<file path="config.mk">
export PLATFORM = sky130hd
export DESIGN_NAME = linear_parser_top
export DESIGN_NICKNAME = d
export VERILOG_FILES = /design/src/source/gparse_pkg.sv /design/src/source/linear_parser_top.sv /design/src/source/move_result.sv /design/src/source/linear_subparser_fsm.sv /design/src/source/arg_parser.sv /design/src/source/char_decoder.sv
export SDC_FILE = /design/constraint.sdc
export NUM_CORES = 1
export LEC_CHECK = 0
export BUFFER_PORTS_ARGS = -buffer_cell sky130_fd_sc_hd__buf_2
export CAP_MARGIN = 20
export CORE_ASPECT_RATIO = 1.4
export CORE_UTILIZATION = 35
export DETAILED_ROUTE_END_ITERATION = 10
export SETUP_SLACK_MARGIN = 0.5
export SLEW_MARGIN = 0
export SYNTH_ARGS = -nofsm -noshare
export SYNTH_HDL_FRONTEND = slang
export SYNTH_SLANG_ARGS = --single-unit
</file>
<file path="constraint.sdc">
create_clock -name clk -period 4.6 [get_ports clk]
set_input_delay 0.23 -clock clk [delete_from_list [all_inputs] [get_ports clk]]
set_output_delay 0.23 -clock clk [all_outputs]
set_load 0.005 [all_outputs]
</file>
<file path="src/source/gparse_pkg.sv">
`default_nettype none

package gparse_pkg;

	// width of one opcode coordinate field
	localparam int COORD_W = 12;
	localparam int COORD_MAX = 4095; // largest value that fits COORD_W

	// extra headroom so an oversized number is seen before it wraps
	localparam int ACC_W = 16;

	typedef enum logic [2:0] {
		CHAR_UNKNOWN = 3'd0,
		CHAR_X = 3'd1,
		CHAR_Y = 3'd2,
		CHAR_DIGIT = 3'd3,
		CHAR_SPACE = 3'd4,
		CHAR_NEWLINE = 3'd5
	} char_t;

	typedef enum logic [0:0] {
		MOVE_RAPID = 1'b0, // G0
		MOVE_LINEAR = 1'b1 // G1
	} move_kind_t;

endpackage : gparse_pkg

`default_nettype wire
</file>
<file path="src/source/linear_parser_top.sv">
`timescale 1ns/10ps
`default_nettype none

module linear_parser_top (
	input logic clk,
	input logic reset,
	input logic clk_en,
	input logic trigger,
	input gparse_pkg::move_kind_t move_kind,
	input logic [7:0] char_data,
	input logic char_strobe,
	output logic char_ready,
	output logic rdy,
	output logic done,
	output gparse_pkg::move_kind_t opcode_kind,
	output logic [gparse_pkg::COORD_W-1:0] opcode_x,
	output logic [gparse_pkg::COORD_W-1:0] opcode_y,
	output logic [gparse_pkg::COORD_W-1:0] pos_x,
	output logic [gparse_pkg::COORD_W-1:0] pos_y,
	output logic parse_success,
	output logic parse_newline
);

	logic char_take;
	logic char_pending;
	gparse_pkg::char_t char_class;
	logic [3:0] char_digit;

	gparse_pkg::char_t arg_title;
	logic arg_trigger;
	logic arg_rdy;
	logic arg_done;
	logic arg_success;
	logic arg_newline;
	logic arg_too_big;
	logic [gparse_pkg::COORD_W-1:0] arg_value;

	logic zero;
	logic set_cmd;
	logic set_x;
	logic set_y;
	logic update_pos;
	logic set_success;
	logic set_newline;

	char_decoder u_char_decoder (
		.clk(clk),
		.reset(reset),
		.clk_en(clk_en),
		.char_data(char_data),
		.char_strobe(char_strobe),
		.char_take(char_take),
		.char_ready(char_ready),
		.char_pending(char_pending),
		.char_class(char_class),
		.char_digit(char_digit)
	);

	arg_parser u_arg_parser (
		.clk(clk),
		.reset(reset),
		.clk_en(clk_en),
		.arg_trigger(arg_trigger),
		.arg_title(arg_title),
		.char_pending(char_pending),
		.char_class(char_class),
		.char_digit(char_digit),
		.char_take(char_take),
		.arg_rdy(arg_rdy),
		.arg_done(arg_done),
		.arg_success(arg_success),
		.arg_newline(arg_newline),
		.arg_too_big(arg_too_big),
		.arg_value(arg_value)
	);

	linear_subparser_fsm u_linear_subparser_fsm (
		.clk(clk),
		.reset(reset),
		.clk_en(clk_en),
		.trigger(trigger),
		.arg_done(arg_done),
		.arg_rdy(arg_rdy),
		.arg_success(arg_success),
		.arg_newline(arg_newline),
		.arg_too_big(arg_too_big),
		.zero(zero),
		.set_cmd(set_cmd),
		.arg_title(arg_title),
		.arg_trigger(arg_trigger),
		.set_x(set_x),
		.set_y(set_y),
		.update_pos(update_pos),
		.set_success(set_success),
		.set_newline(set_newline),
		.done(done),
		.rdy(rdy)
	);

	move_result u_move_result (
		.clk(clk),
		.reset(reset),
		.clk_en(clk_en),
		.zero(zero),
		.set_cmd(set_cmd),
		.set_x(set_x),
		.set_y(set_y),
		.update_pos(update_pos),
		.set_success(set_success),
		.set_newline(set_newline),
		.move_kind(move_kind),
		.arg_value(arg_value),
		.opcode_kind(opcode_kind),
		.opcode_x(opcode_x),
		.opcode_y(opcode_y),
		.pos_x(pos_x),
		.pos_y(pos_y),
		.parse_success(parse_success),
		.parse_newline(parse_newline)
	);

endmodule : linear_parser_top

`default_nettype wire

</file>
<file path="src/source/move_result.sv">
`timescale 1ns/10ps
`default_nettype none

module move_result (
	input logic clk,
	input logic reset,
	input logic clk_en,
	input logic zero,
	input logic set_cmd,
	input logic set_x,
	input logic set_y,
	input logic update_pos,
	input logic set_success,
	input logic set_newline,
	input gparse_pkg::move_kind_t move_kind,
	input logic [gparse_pkg::COORD_W-1:0] arg_value,
	output gparse_pkg::move_kind_t opcode_kind,
	output logic [gparse_pkg::COORD_W-1:0] opcode_x,
	output logic [gparse_pkg::COORD_W-1:0] opcode_y,
	output logic [gparse_pkg::COORD_W-1:0] pos_x,
	output logic [gparse_pkg::COORD_W-1:0] pos_y,
	output logic parse_success,
	output logic parse_newline
);

	always_ff @(posedge clk) begin
		if (reset) begin
			opcode_kind <= gparse_pkg::MOVE_RAPID;
			opcode_x <= '0;
			opcode_y <= '0;
			pos_x <= '0;
			pos_y <= '0;
			parse_success <= 1'b0;
			parse_newline <= 1'b0;
		end
		else if (clk_en) begin
			if (zero) begin
				opcode_kind <= gparse_pkg::MOVE_RAPID; // position survives a new parse
				opcode_x <= '0;
				opcode_y <= '0;
				parse_success <= 1'b0;
				parse_newline <= 1'b0;
			end
			if (set_cmd) opcode_kind <= move_kind;
			if (set_x) opcode_x <= arg_value;
			if (set_y) opcode_y <= arg_value;
			if (update_pos) begin
				pos_x <= opcode_x; // only reached on a full success
				pos_y <= opcode_y;
			end
			if (set_success) parse_success <= 1'b1;
			if (set_newline) parse_newline <= 1'b1;
		end
	end

endmodule : move_result

`default_nettype wire

</file>
<file path="src/source/linear_subparser_fsm.sv">
`timescale 1ns/10ps
`default_nettype none

module linear_subparser_fsm (
	input logic clk,
	input logic reset,
	input logic clk_en,
	input logic trigger,
	input logic arg_done,
	input logic arg_rdy,
	input logic arg_success,
	input logic arg_newline,
	input logic arg_too_big,
	output logic zero,
	output logic set_cmd,
	output gparse_pkg::char_t arg_title,
	output logic arg_trigger,
	output logic set_x,
	output logic set_y,
	output logic update_pos,
	output logic set_success,
	output logic set_newline,
	output logic done,
	output logic rdy
);

	typedef enum logic [4:0] {
		IDLE,
		ZERO,
		SET_CMD,
		PARSE_X_WAIT_RDY,
		PARSE_X_TRIGGER,
		PARSE_X_WAIT_DONE,
		PARSE_X_CHECK,
		SET_X,
		PARSE_Y_WAIT_RDY,
		PARSE_Y_TRIGGER,
		PARSE_Y_WAIT_DONE,
		PARSE_Y_CHECK,
		SET_Y,
		UPDATE_POS,
		SET_NEWLINE_AND_CONTINUE,
		SET_NEWLINE_AND_FAIL,
		SET_SUCCESS,
		DONE
	} lin_state_t;

	lin_state_t cur_state;
	lin_state_t nxt_state;

	always_comb begin
		nxt_state = cur_state;
		zero = 1'b0;
		set_cmd = 1'b0;
		arg_title = gparse_pkg::CHAR_UNKNOWN;
		arg_trigger = 1'b0;
		set_x = 1'b0;
		set_y = 1'b0;
		update_pos = 1'b0;
		set_success = 1'b0;
		set_newline = 1'b0;
		done = 1'b0;
		rdy = 1'b0;

		case (cur_state)
			IDLE: begin
				rdy = 1'b1;
				done = !trigger; // drops as soon as a parse starts
				if (trigger) nxt_state = ZERO;
			end
			ZERO: begin
				zero = 1'b1;
				nxt_state = SET_CMD;
			end
			SET_CMD: begin
				set_cmd = 1'b1;
				nxt_state = PARSE_X_WAIT_RDY;
			end
			PARSE_X_WAIT_RDY: begin
				arg_title = gparse_pkg::CHAR_X;
				if (arg_rdy) nxt_state = PARSE_X_TRIGGER;
			end
			PARSE_X_TRIGGER: begin
				arg_title = gparse_pkg::CHAR_X;
				arg_trigger = 1'b1; // held until the parser leaves idle
				if (!arg_rdy) nxt_state = PARSE_X_WAIT_DONE;
			end
			PARSE_X_WAIT_DONE: begin
				arg_title = gparse_pkg::CHAR_X;
				if (arg_done) nxt_state = PARSE_X_CHECK;
			end
			PARSE_X_CHECK: begin
				arg_title = gparse_pkg::CHAR_X;
				// a line that ends after X has no Y, so it cannot succeed
				if (arg_success && !arg_newline && !arg_too_big) nxt_state = SET_X;
				else if (arg_newline) nxt_state = SET_NEWLINE_AND_FAIL;
				else nxt_state = DONE;
			end
			SET_X: begin
				set_x = 1'b1;
				nxt_state = PARSE_Y_WAIT_RDY;
			end
			PARSE_Y_WAIT_RDY: begin
				arg_title = gparse_pkg::CHAR_Y;
				if (arg_rdy) nxt_state = PARSE_Y_TRIGGER;
			end
			PARSE_Y_TRIGGER: begin
				arg_title = gparse_pkg::CHAR_Y;
				arg_trigger = 1'b1;
				if (!arg_rdy) nxt_state = PARSE_Y_WAIT_DONE;
			end
			PARSE_Y_WAIT_DONE: begin
				arg_title = gparse_pkg::CHAR_Y;
				if (arg_done) nxt_state = PARSE_Y_CHECK;
			end
			PARSE_Y_CHECK: begin
				arg_title = gparse_pkg::CHAR_Y;
				if (arg_success && !arg_too_big) begin
					nxt_state = arg_newline ? SET_NEWLINE_AND_CONTINUE : SET_Y;
				end
				else if (arg_newline) nxt_state = SET_NEWLINE_AND_FAIL;
				else nxt_state = DONE;
			end
			SET_Y: begin
				set_y = 1'b1;
				nxt_state = UPDATE_POS;
			end
			UPDATE_POS: begin
				update_pos = 1'b1; // opcode x/y are settled by now
				nxt_state = SET_SUCCESS;
			end
			SET_NEWLINE_AND_CONTINUE: begin
				set_newline = 1'b1;
				nxt_state = SET_Y;
			end
			SET_NEWLINE_AND_FAIL: begin
				set_newline = 1'b1;
				nxt_state = DONE;
			end
			SET_SUCCESS: begin
				set_success = 1'b1;
				nxt_state = DONE;
			end
			DONE: begin
				done = 1'b1;
				nxt_state = IDLE;
			end
			default: nxt_state = IDLE;
		endcase
	end

	always_ff @(posedge clk) begin
		if (reset) begin
			cur_state <= IDLE;
		end
		else if (clk_en) begin
			cur_state <= nxt_state;
		end
	end

endmodule : linear_subparser_fsm

`default_nettype wire

</file>
<file path="src/source/arg_parser.sv">
`timescale 1ns/10ps
`default_nettype none

module arg_parser (
	input logic clk,
	input logic reset,
	input logic clk_en,
	input logic arg_trigger,
	input gparse_pkg::char_t arg_title,
	input logic char_pending,
	input gparse_pkg::char_t char_class,
	input logic [3:0] char_digit,
	output logic char_take,
	output logic arg_rdy,
	output logic arg_done,
	output logic arg_success,
	output logic arg_newline,
	output logic arg_too_big,
	output logic [gparse_pkg::COORD_W-1:0] arg_value
);

	typedef enum logic [1:0] {
		ST_IDLE,
		ST_SEEK,
		ST_DIGITS,
		ST_DONE
	} arg_state_t;

	arg_state_t state;
	logic [gparse_pkg::ACC_W-1:0] acc;
	logic [gparse_pkg::ACC_W+3:0] acc_next;
	logic digit_seen;

	// next accumulator value acc * 10 + digit with four spare bits
	assign acc_next = ({4'd0, acc} * (gparse_pkg::ACC_W + 4)'(10))
		+ (gparse_pkg::ACC_W + 4)'(char_digit);

	assign char_take = char_pending && (state == ST_SEEK || state == ST_DIGITS);
	assign arg_rdy = (state == ST_IDLE);
	assign arg_done = (state == ST_DONE);
	assign arg_value = arg_too_big ? (gparse_pkg::COORD_W)'(gparse_pkg::COORD_MAX)
		: acc[gparse_pkg::COORD_W-1:0];

	always_ff @(posedge clk) begin
		if (reset) begin
			state <= ST_IDLE;
			acc <= '0;
			digit_seen <= 1'b0;
			arg_success <= 1'b0;
			arg_newline <= 1'b0;
			arg_too_big <= 1'b0;
		end
		else if (clk_en) begin
			case (state)
				ST_IDLE: begin
					if (arg_trigger) begin
						state <= ST_SEEK;
						acc <= '0;
						digit_seen <= 1'b0;
						arg_success <= 1'b0; // flags live until the next trigger
						arg_newline <= 1'b0;
						arg_too_big <= 1'b0;
					end
				end
				ST_SEEK: begin
					if (char_pending) begin
						if (char_class == arg_title) begin
							state <= ST_DIGITS;
						end
						else if (char_class == gparse_pkg::CHAR_NEWLINE) begin
							arg_newline <= 1'b1; // line ended before the title
							state <= ST_DONE;
						end
						else if (char_class != gparse_pkg::CHAR_SPACE) begin
							state <= ST_DONE; // wrong title
						end
					end
				end
				ST_DIGITS: begin
					if (char_pending) begin
						case (char_class)
							gparse_pkg::CHAR_DIGIT: begin
								digit_seen <= 1'b1;
								if (|acc_next[gparse_pkg::ACC_W+3:gparse_pkg::ACC_W]) begin
									acc <= '1; // saturate
								end
								else begin
									acc <= acc_next[gparse_pkg::ACC_W-1:0];
								end
								if (acc_next > gparse_pkg::COORD_MAX) begin
									arg_too_big <= 1'b1;
								end
							end
							gparse_pkg::CHAR_SPACE: begin
								arg_success <= digit_seen;
								state <= ST_DONE;
							end
							gparse_pkg::CHAR_NEWLINE: begin
								arg_success <= digit_seen;
								arg_newline <= 1'b1;
								state <= ST_DONE;
							end
							default: state <= ST_DONE; // junk inside the number
						endcase
					end
				end
				default: state <= ST_IDLE; // done pulse is one cycle
			endcase
		end
	end

endmodule : arg_parser

`default_nettype wire

</file>
<file path="src/source/char_decoder.sv">
`timescale 1ns/10ps
`default_nettype none

module char_decoder (
	input logic clk,
	input logic reset,
	input logic clk_en,
	input logic [7:0] char_data,
	input logic char_strobe,
	input logic char_take,
	output logic char_ready,
	output logic char_pending,
	output gparse_pkg::char_t char_class,
	output logic [3:0] char_digit
);

	logic [7:0] held_byte;

	always_ff @(posedge clk) begin
		if (reset) begin
			char_pending <= 1'b0;
		end
		else if (clk_en) begin
			if (char_take) begin
				char_pending <= 1'b0; // consumed so the slot is free again
				held_byte <= 8'h00;
			end
			else if (char_strobe && !char_pending) begin
				char_pending <= 1'b1;
				held_byte <= char_data;
			end
		end
	end

	assign char_ready = !char_pending; // strobes while full are dropped

	always_comb begin
		char_digit = 4'd0;
		case (held_byte) inside
			8'h58: char_class = gparse_pkg::CHAR_X; // 'X'
			8'h59: char_class = gparse_pkg::CHAR_Y; // 'Y'
			8'h20: char_class = gparse_pkg::CHAR_SPACE;
			8'h0a: char_class = gparse_pkg::CHAR_NEWLINE; // line feed
			[8'h30:8'h39]: begin
				char_class = gparse_pkg::CHAR_DIGIT;
				char_digit = held_byte[3:0]; // ascii digits carry value in low nibble
			end
			default: char_class = gparse_pkg::CHAR_UNKNOWN;
		endcase
	end

endmodule : char_decoder

`default_nettype wire

</file>
[Yosys cells after proc, flatten, opt, wreduce, memory -nomap -nowiden]
Index checks and enable logic that the tools add are counted.
Storage, ports and cells
  input port bits: 14
  output and inout port bits: 54
  register bits: 87
  logic and storage cells: 182
Cells by class
  equal/unequal tests: 45
  add/sub/neg operators: 1
  bitwise gates (word level): 1
  $lt $le $gt $ge: 3
  mux-type cells: 73
  $mul: 1
  reduce and logical (&&, ||, !) cells: 42
Operator list (number)
  $pmux W5 S16: 1
  $mux W16: 4
  $mux W5: 10
  $mux W12: 4
  $eq A5 B4 Y1 const B: 8
  $pmux W16 S2: 1
  $mux W1: 27
  $ne A2 B2 Y1 const B: 13
  $add A20 B4 Y20: 1
  $eq A5 B3 Y1 const B: 4
  $gt A20 B12 Y1 const B: 1
  $mux W4: 5
  $mul A16 B3 Y19 const B: 1
  $mux W2: 9
  $reduce_and A6 Y1: 3
  $eq A8 B7 Y1 const B: 2
  $reduce_and A2 Y1: 7
  $reduce_bool A2 Y1: 7
  $mux W3: 4
  $reduce_or A4 Y1: 3
  $eq A5 B2 Y1 const B: 2
  $eq A5 B5 Y1 const B: 2
  $reduce_and A5 Y1: 2
  $eq A8 B4 Y1 const B: 1
  other kinds (27): 44

[Longest topological paths before layout]
Gate-level depths: netlist (run 1).
  depth after elaboration: 13
  mapped depth: 18
  mapped depth without buffers: 16

[Modules after synthesis]
From an unflattened synthesis (run 1), not the netlist that was laid out.
Unflattened totals
  cells, all modules: 639
  area, all modules: 5803.1 um^2
By module, submodules not included
  move_result: times used 1, area each 2359.8 um^2, seq. area each 1021.0 um^2, cells an instance 233
  arg_parser: times used 1, area each 2243.4 um^2, seq. area each 440.4 um^2, cells an instance 263
  linear_subparser_fsm: times used 1, area each 714.4 um^2, seq. area each 100.1 um^2, cells an instance 101
  char_decoder: times used 1, area each 485.5 um^2, seq. area each 260.2 um^2, cells an instance 42

[Least setup slack after synthesis (run 1)]
No wires, ideal clock.
  kind: register to register
  start point: register u_arg_parser.acc[1] (netlist name)
  end point: register u_arg_parser.arg_too_big
  arrival time: 3.650 ns
  stages on the path, launching flop included: 13
  path slack: 0.863 ns
  library setup time: 0.087 ns
  required time: 4.513 ns
  clock period less this slack: 3.737 ns
  cells stage by stage: dfxtp_1 ha_1 ha_1 fa_1 a21o_2 a221o_2 xor2_1 nand3_2 nor4b_2 a31oi_1 a211o_1 o41a_1 o31ai_1
Between the ends
  word-level cells in the longest chain between the ends: 5
Ends and longest elaborated chain
  start: declaration: line arg_parser.sv:30  | logic [gparse_pkg::ACC_W-1:0] acc;
  start signal: assignment: line arg_parser.sv:88  | acc <= acc_next[gparse_pkg::ACC_W-1:0];
  $mul A16 B3 Y19: line arg_parser.sv:35  | assign acc_next = ({4'd0, acc} * (gparse_pkg::ACC_W + 4)'(10))
  $add A20 B4 Y20: line arg_parser.sv:36  | + (gparse_pkg::ACC_W + 4)'(char_digit);
  $gt A20 B12 Y1: line arg_parser.sv:90  | if (acc_next > gparse_pkg::COORD_MAX) begin
  $ne A2 B2 Y1 (no source line)
  $reduce_and A6 Y1 (no source line)
  end signal: assignment: line arg_parser.sv:51  | arg_too_big <= 1'b0;
  end signal: assignment: line arg_parser.sv:62  | arg_too_big <= 1'b0;
  end signal: assignment: line arg_parser.sv:91  | arg_too_big <= 1'b1;
  end: declaration: line arg_parser.sv:18  | output logic arg_too_big,
No other way between the ends.
A chain may end at the register's enable or synchronous reset.

[Final worst setup path (run 1)]
Ends and elaborated chain as after synthesis.

==> results of run 1 <==
cell families after synthesis:
kind of cell / Yosys count / synth area share, %
mux: 3 / 0.579
compound gates: 203 / 24.1
fa+ha+maj: 37 / 9.21
flops: 87 / 35.1
simple gates: 259 / 23.8
xor+xnor: 16 / 2.70
buf+inv: 62 / 4.53
sequential cells by signal (all words and copies together), names as in the netlist, 2 cells and up:
register	flops
u_move_result.pos_x	12
u_linear_subparser_fsm.cur_state	5
u_arg_parser.acc	16
u_arg_parser.state	2
u_move_result.pos_y	12
u_move_result.opcode_x	12
u_move_result.opcode_y	12
u_char_decoder.held_byte	8
layer usage:
metal | global-route usage [%] | vias up | routed length [um]
li1 | - | 2461 | -
met1 | 21.0 | 2194 | 5720
met2 | 32.1 | 107 | 6920
met3 | 3.04 | 26 | 404
met4 | 6.69 | 0 | 398
met5 | 0 | - | 0
final timing paths:
check | cells past startpoint | end | startpoint | slack, ps
hold reg to reg | 2 | u_move_result.pos_y[0] | u_move_result.pos_y[0] | 450
hold / removal | 2 | u_char_decoder.held_byte[4] | char_data[4] | 170
setup reg to reg | 12 | u_arg_parser.arg_too_big | u_arg_parser.acc[1] | 610
setup / recovery | 12 | u_arg_parser.arg_too_big | u_arg_parser.acc[1] | 610
area by class of cell:
type,count,area [um2],area share [%]
sequential,87,1820,30.3
timing repair buffer,74,388,6.45
multi-input combinational,518,3200,53.2
tap,189,236,3.93
inverter,25,93.8,1.56
clock buffer,10,239,3.97
clock inverter,5,35.0,0.582
through the flow:
step	area (um2)	setup WS (ps)	hold WS (ps)	std cells	total power [mW]
floorplan	5190	863	428	667	0.833
global placement	5640	513	438	888	0.850
detailed placement	5640	432	444	888	0.852
CTS	5920	518	165	903	1.52
global route	6020	474	170	908	1.57
finish	6020	611	172	908	1.51
placed cells by master (no fill, tap or decap), types with 3 or more instances in the layout:
master / count
a211o_1: 4
a211oi_1: 3
a21o_1: 7
a21oi_1: 89
a311oi_1: 3
a31oi_1: 14
and2_1: 14
and3_1: 5
buf_2: 67
buf_4: 7
clkbuf_16: 9
dfxtp_1: 77
edfxtp_1: 8
ha_1: 35
inv_1: 25
mux2i_1: 3
nand2_1: 108
nand2b_1: 6
nand3_1: 7
nand3b_1: 3
nand4_1: 6
nor2_1: 64
nor3_1: 9
nor3b_1: 3
nor4_1: 4
o211ai_1: 5
o21ai_0: 38
o21ai_1: 5
o221ai_1: 3
o22ai_1: 3
or2_2: 3
or3_1: 3
or4_1: 3
xnor2_1: 12
xor2_1: 3
timing repair:
item                                    in CTS  in global routing
setup buffers                                0                  5
resized for setup                            2                 12
endpoints found under the setup margin       2                 15
pin swaps                                    0                  3
synthesized netlist by cell type (all sizes together) (4+ instances only):
| cell type | n |
|---|---|
| o211ai | 6 |
| edfxtp | 8 |
| a211o | 5 |
| nand2 | 108 |
| ha | 35 |
| clkbuf | 37 |
| dfxtp | 79 |
| and2 | 16 |
| nand4 | 6 |
| nor3 | 12 |
| xor2 | 4 |
| xnor2 | 12 |
| inv | 25 |
| a211oi | 4 |
| nand2b | 6 |
| nor2 | 65 |
| and3 | 9 |
| nand3 | 8 |
| or3 | 4 |
| nor4 | 5 |
| a31oi | 14 |
| o21ai | 43 |
| a21oi | 89 |
| a21o | 9 |
power groups by stage:
stage               logic (mW)  clock network, mW  registers, mW
global placement        0.0540                  0          0.796
CTS                     0.0557              0.688          0.780
detailed placement      0.0556                  0          0.797
floorplan               0.0452                  0          0.788
global route            0.0627              0.724          0.781
finish                  0.0558              0.672          0.780
worst register-to-register path, stage by stage, from the launching register on:
cell	delay (ps)
dfxtp_2	340
ha_1	290
ha_1	240
fa_1	410
a21o_2	240
a221o_2	450
and3_4	230
o311a_4	370
and2_4	150
a21o_1	180
a211o_4	380
o41ai_1	450
o31ai_2	120
==> flow_summary_export.csv, run 1 <==
group,metric,value,unit
finish,area_growth,15.9,%
die,ios,68,
timing,period_share,86.7,%
die,die_area,0.0153,mm2
die,die_w,105,um
critical_path,timing.critical_path.mode_cell,"ha_1",
critical_path,path_class,"flip-flop to flip-flop",
clocking,path_clk_slew,60,ps
synth,yosysWarnings,0,
clocking,cts_tree,"yes",
pwr,powerDensity,251,mW/mm2
timing,finalClockSkew,8.89,ps
synth,yosysTopAreaCell,"dfxtp_1",
pwr,p_sw,342,uW
worst_hold_path,hold_path.class,"input port to flip-flop",
critical_path,critPathMaxFanout,10,
pwr,power_frac_seq,51.7,%
finish,final_util,41.7,%
synth,synth_fp_nets,718,
clocking,clock_latency,330,ps
synth,syn_avg_cell_area,7.78,um2
detailed_routing,drt-initial-drc-count,284,
timing,finalHoldViolCount,0,
synth,netlist_area,0.00519,mm2
detailed_routing,drt-total-wl,13400,um
synth,synthCells,667,
pwr,p_int,1.17,mW
finish,n_antenna_cell,0,
timing,finalMaxSlewViolations,0,
clocking,clock_sinks,87,
global_routing,grt_max_degree,78,
synth,synthArstFlopShare,0,%
timing,max_freq,251,MHz
critical_path,crit_family,"compound AO/OA/AOI/OAI gates",
global_routing,grt_pass1_wl,22300,um
global_routing,grt_pass1_vias,4573,
timing,slew_headroom,39.1,%
die,rows,52,
timing,finalSetupViolCount,0,
global_routing,grt_usage,17.8,%
detailed_routing,ant_nets,0,
synth,synth_edf_count,8,
critical_path,cp.arrival,4180,ps
critical_path,critPathCaptureType,"flip-flop",
detailed_routing,dr.pass1.iters,5,
synth,yosysUniqueCellTypes,69,
critical_path,crit_path_cell_trace,"ha_1 > ha_1 > fa_1 > a21o_2 > a221o_2 > and3_4 > o311a_4 > and2_4 > a21o_1 > a211o_4 > o41ai_1 > o31ai_2",
detailed_routing,num_vias,4788,
clocking,cts_buffers,9,
synth,synth.area.top_cells,"dfxtp_1 (30%), a21oi_1 (8.6%), ha_1 (8.4%), nand2_1 (7.8%), nor2_1 (4.7%)",
critical_path,critPathLaunchType,"flip-flop",
timing,min_period,3990,ps
timing,fin_setup_tns,0,ps
critical_path,crit_required,4790,ps
die,core_area,0.0144,mm2
detailed_routing,drc,0,
die,die_h,146,um
synth,ys_ff_latch,87,
place,dpl.hpwl,9910,um
detailed_routing,viasPerCell,5.27,
critical_path,max_stage_delay,450,ps
critical_path,path_buf_inv,0,
clocking,cts_max_level,3,
clocking,cts_buffer_depth,2,
timing,tightest_slew,911,ps
global_routing,antenna_found_initial,0,
place,globalplace.congestion,0.849,
detailed_routing,post_drt_wl_per_cell,14.8,um
timing,rsz0062_at_grt,"no",
synth,synth_flop_cell,"dfxtp_1",
critical_path,crit_slowest_cell,"a221o_2",
synth,ys_seq_area_share,35.1,%
job,drv_cap,0,
pwr,ir_drop,0.219,mV
finish,drive_above_1_share,17.4,%
pwr,power_frac_clock,44.6,%
finish,nets,766,
pwr,total_leakage_power,2.58,nW
clocking,cts.root.buffer_cell,"clkbuf_16",
status,outcome,"finished, final reports clean",
finish,n_fill_cell,1500,
global_routing,grt-ovfl-total,0,
clocking,hold_buffers,0,
die,start_util,35.9,%
synth,synth_top_area_share,30.5,%
pwr,sw_frac_of_total,22.7,%
pwr,power_frac_comb,3.7,%
place,port_buffers,67,
No activity file was read; power rests on OpenSTA's default activity.
==> inputs of run 2 (changes only) <==
--- a/config.mk
+++ b/config.mk
@@ -10,6 +10,7 @@
 export CORE_ASPECT_RATIO = 1.4
 export CORE_UTILIZATION = 35
 export DETAILED_ROUTE_END_ITERATION = 10
+export PLACE_DENSITY = 0.51
 export SETUP_SLACK_MARGIN = 0.5
 export SLEW_MARGIN = 0
 export SYNTH_ARGS = -nofsm -noshare
==> run 2 against run 1 <==
  * Routed wire length rose by 0.46%
  * First-iteration DRC count fell by 22%
  * Critical path depth did not move
  * Critical endpoint unchanged
  * Via count rose by 1.6%
==> flow_summary_export.csv, run 2 (synthesis results as in run 1) <==
group,metric,value,unit
timing,max_freq,257,MHz
finish,layout_commonest_cell,"nand2_1",
critical_path,cp.arrival,4140,ps
detailed_routing,drc,0,
pwr,ir_drop,0.142,mV
detailed_routing,post_drt_wl_per_cell,14.9,um
clocking,cts.root.buffer_cell,"clkbuf_16",
clocking,path_clk_slew,60,ps
detailed_routing,drt-total-wl,13500,um
timing,finalMaxSlewViolations,0,
status,outcome,"finished, final reports clean",
die,die_w,105,um
die,start_util,35.9,%
timing,fin_setup_tns,0,ps
timing,tightest_slew,902,ps
global_routing,grt_pass1_wl,22700,um
critical_path,r2r_setup_slack,710,ps
place,dp_cells,888,
worst_hold_path,hold_path.class,"input port to flip-flop",
clocking,cts_buffer_depth,2,
place,dpl-instance-area,0.00564,mm2
finish,final_area,0.00603,mm2
finish,nets,764,
timing,slew_headroom,39.7,%
die,die_area,0.0153,mm2
die,core_area,0.0144,mm2
timing,min_period,3890,ps
global_routing,grt_usage,18.1,%
finish,largest-register,"u_arg_parser.acc",
timing,finalClockSkew,7.36,ps
critical_path,crit_required,4850,ps
pwr,total_leakage_power,2.59,nW
place,dpl.hpwl,10100,um
global_routing,antenna_found_initial,0,
timing,finalSetupViolCount,0,
die,rows,52,
critical_path,path_class,"flip-flop to flip-flop",
die,die_h,146,um
pwr,power.total,1.60,mW
timing,rsz0062_at_grt,"no",
place,port_buffers,67,
critical_path,startpoint,"u_arg_parser.acc[1]",
critical_path,cp-endpoint,"u_arg_parser.arg_too_big",
finish,final_util,41.7,%
clocking,cts_max_level,3,
clocking,clock_sinks,87,
timing,whs,170,ps
finish,drive_above_1_share,16.7,%
detailed_routing,viasPerCell,5.37,
finish,n_antenna_cell,0,
detailed_routing,drt-initial-drc-count,222,
detailed_routing,dr.pass1.iters,5,
critical_path,rr_startpoint,"u_arg_parser.acc[1]",
timing,worst_slack,706,ps
die,ios,68,
global_routing,grt_pass1_vias,4600,
critical_path,critPathMaxFanout,12,
place,globalplace.congestion,0.862,
finish,largest_register_ffs,16,
finish,layoutNonFillerInstCount,906,
critical_path,critPathLaunchType,"flip-flop",
job,drv_cap,0,
global_routing,grt-ovfl-total,0,
place,pre_cts_slack,397,ps
finish,area_growth,16.1,%
detailed_routing,ant_nets,0,
timing,period_share,84.6,%
critical_path,critPathCaptureType,"flip-flop",
timing,finalHoldViolCount,0,
clocking,cts_tree,"yes",
critical_path,worst_r2r_endpoint,"u_arg_parser.arg_too_big",
clocking,hold_buffers,0,
detailed_routing,num_vias,4866,
critical_path,r2r_cells,12,
global_routing,grt_max_degree,45,
clocking,clock_latency,340,ps
finish,layout_common_cells,"nand2_1 (108), a21oi_1 (89), dfxtp_1 (77)",
clocking,cts_buffers,9,
pwr,powerDensity,266,mW/mm2
==> run 2: cell type report <==
class                   count  area [um2]
flip-flops and latches     87        1820
clock buffers              11         264
fillers                  1528        8420
inverters                  25        93.8
multi-input cells         518        3180
clock inverters             4        52.6
repair buffers             72         373
well taps                 189         236
==> run 2: timing repair <==
action,CTS,global route
setup endpoints to repair,2,11
cloned,0,0
pin swaps,0,3
buffers inserted,0,3
resized for setup,2,8
==> run 2: worst min path at each step <==
stage,from,end,slack (ps),cells past startpoint
floorplan,char_data[0],u_char_decoder.held_byte[0],430,1
global placement,u_move_result.pos_y[8],u_move_result.pos_y[8],440,2
detailed placement,u_move_result.pos_y[4],u_move_result.pos_y[4],440,2
CTS,char_data[1],u_char_decoder.held_byte[1],160,2
global route,char_data[3],u_char_decoder.held_byte[3],170,2
finish,char_data[1],u_char_decoder.held_byte[1],170,2
==> run 2: worst max-delay path, cell delays in order (launching register included) <==
cell and delay (ps):
dfxtp_2 340, ha_1 290, ha_1 240, fa_2 360
a21o_2 230, a221o_2 460, and3_4 220, o311a_4 370
and2_4 150, a21o_1 160, a211o_4 380, o41a_1 410
o31ai_1 180
==> run 2: power by group <==
group / internal [mW] / switching (mW)
Clock: 0.467 / 0.298
Sequential: 0.769 / 0.0111
Combinational: 0.0191 / 0.0365
Total: 1.25 / 0.346
==> run 2: layer usage <==
layer,global-route usage (%),share of wire (%),vias to the layer above
met2,31.7,50,103
met1,22.3,45,2279
met4,6.97,2.1,0
met3,2.59,3.3,20
met5,0,0,-
li1,-,-,2464
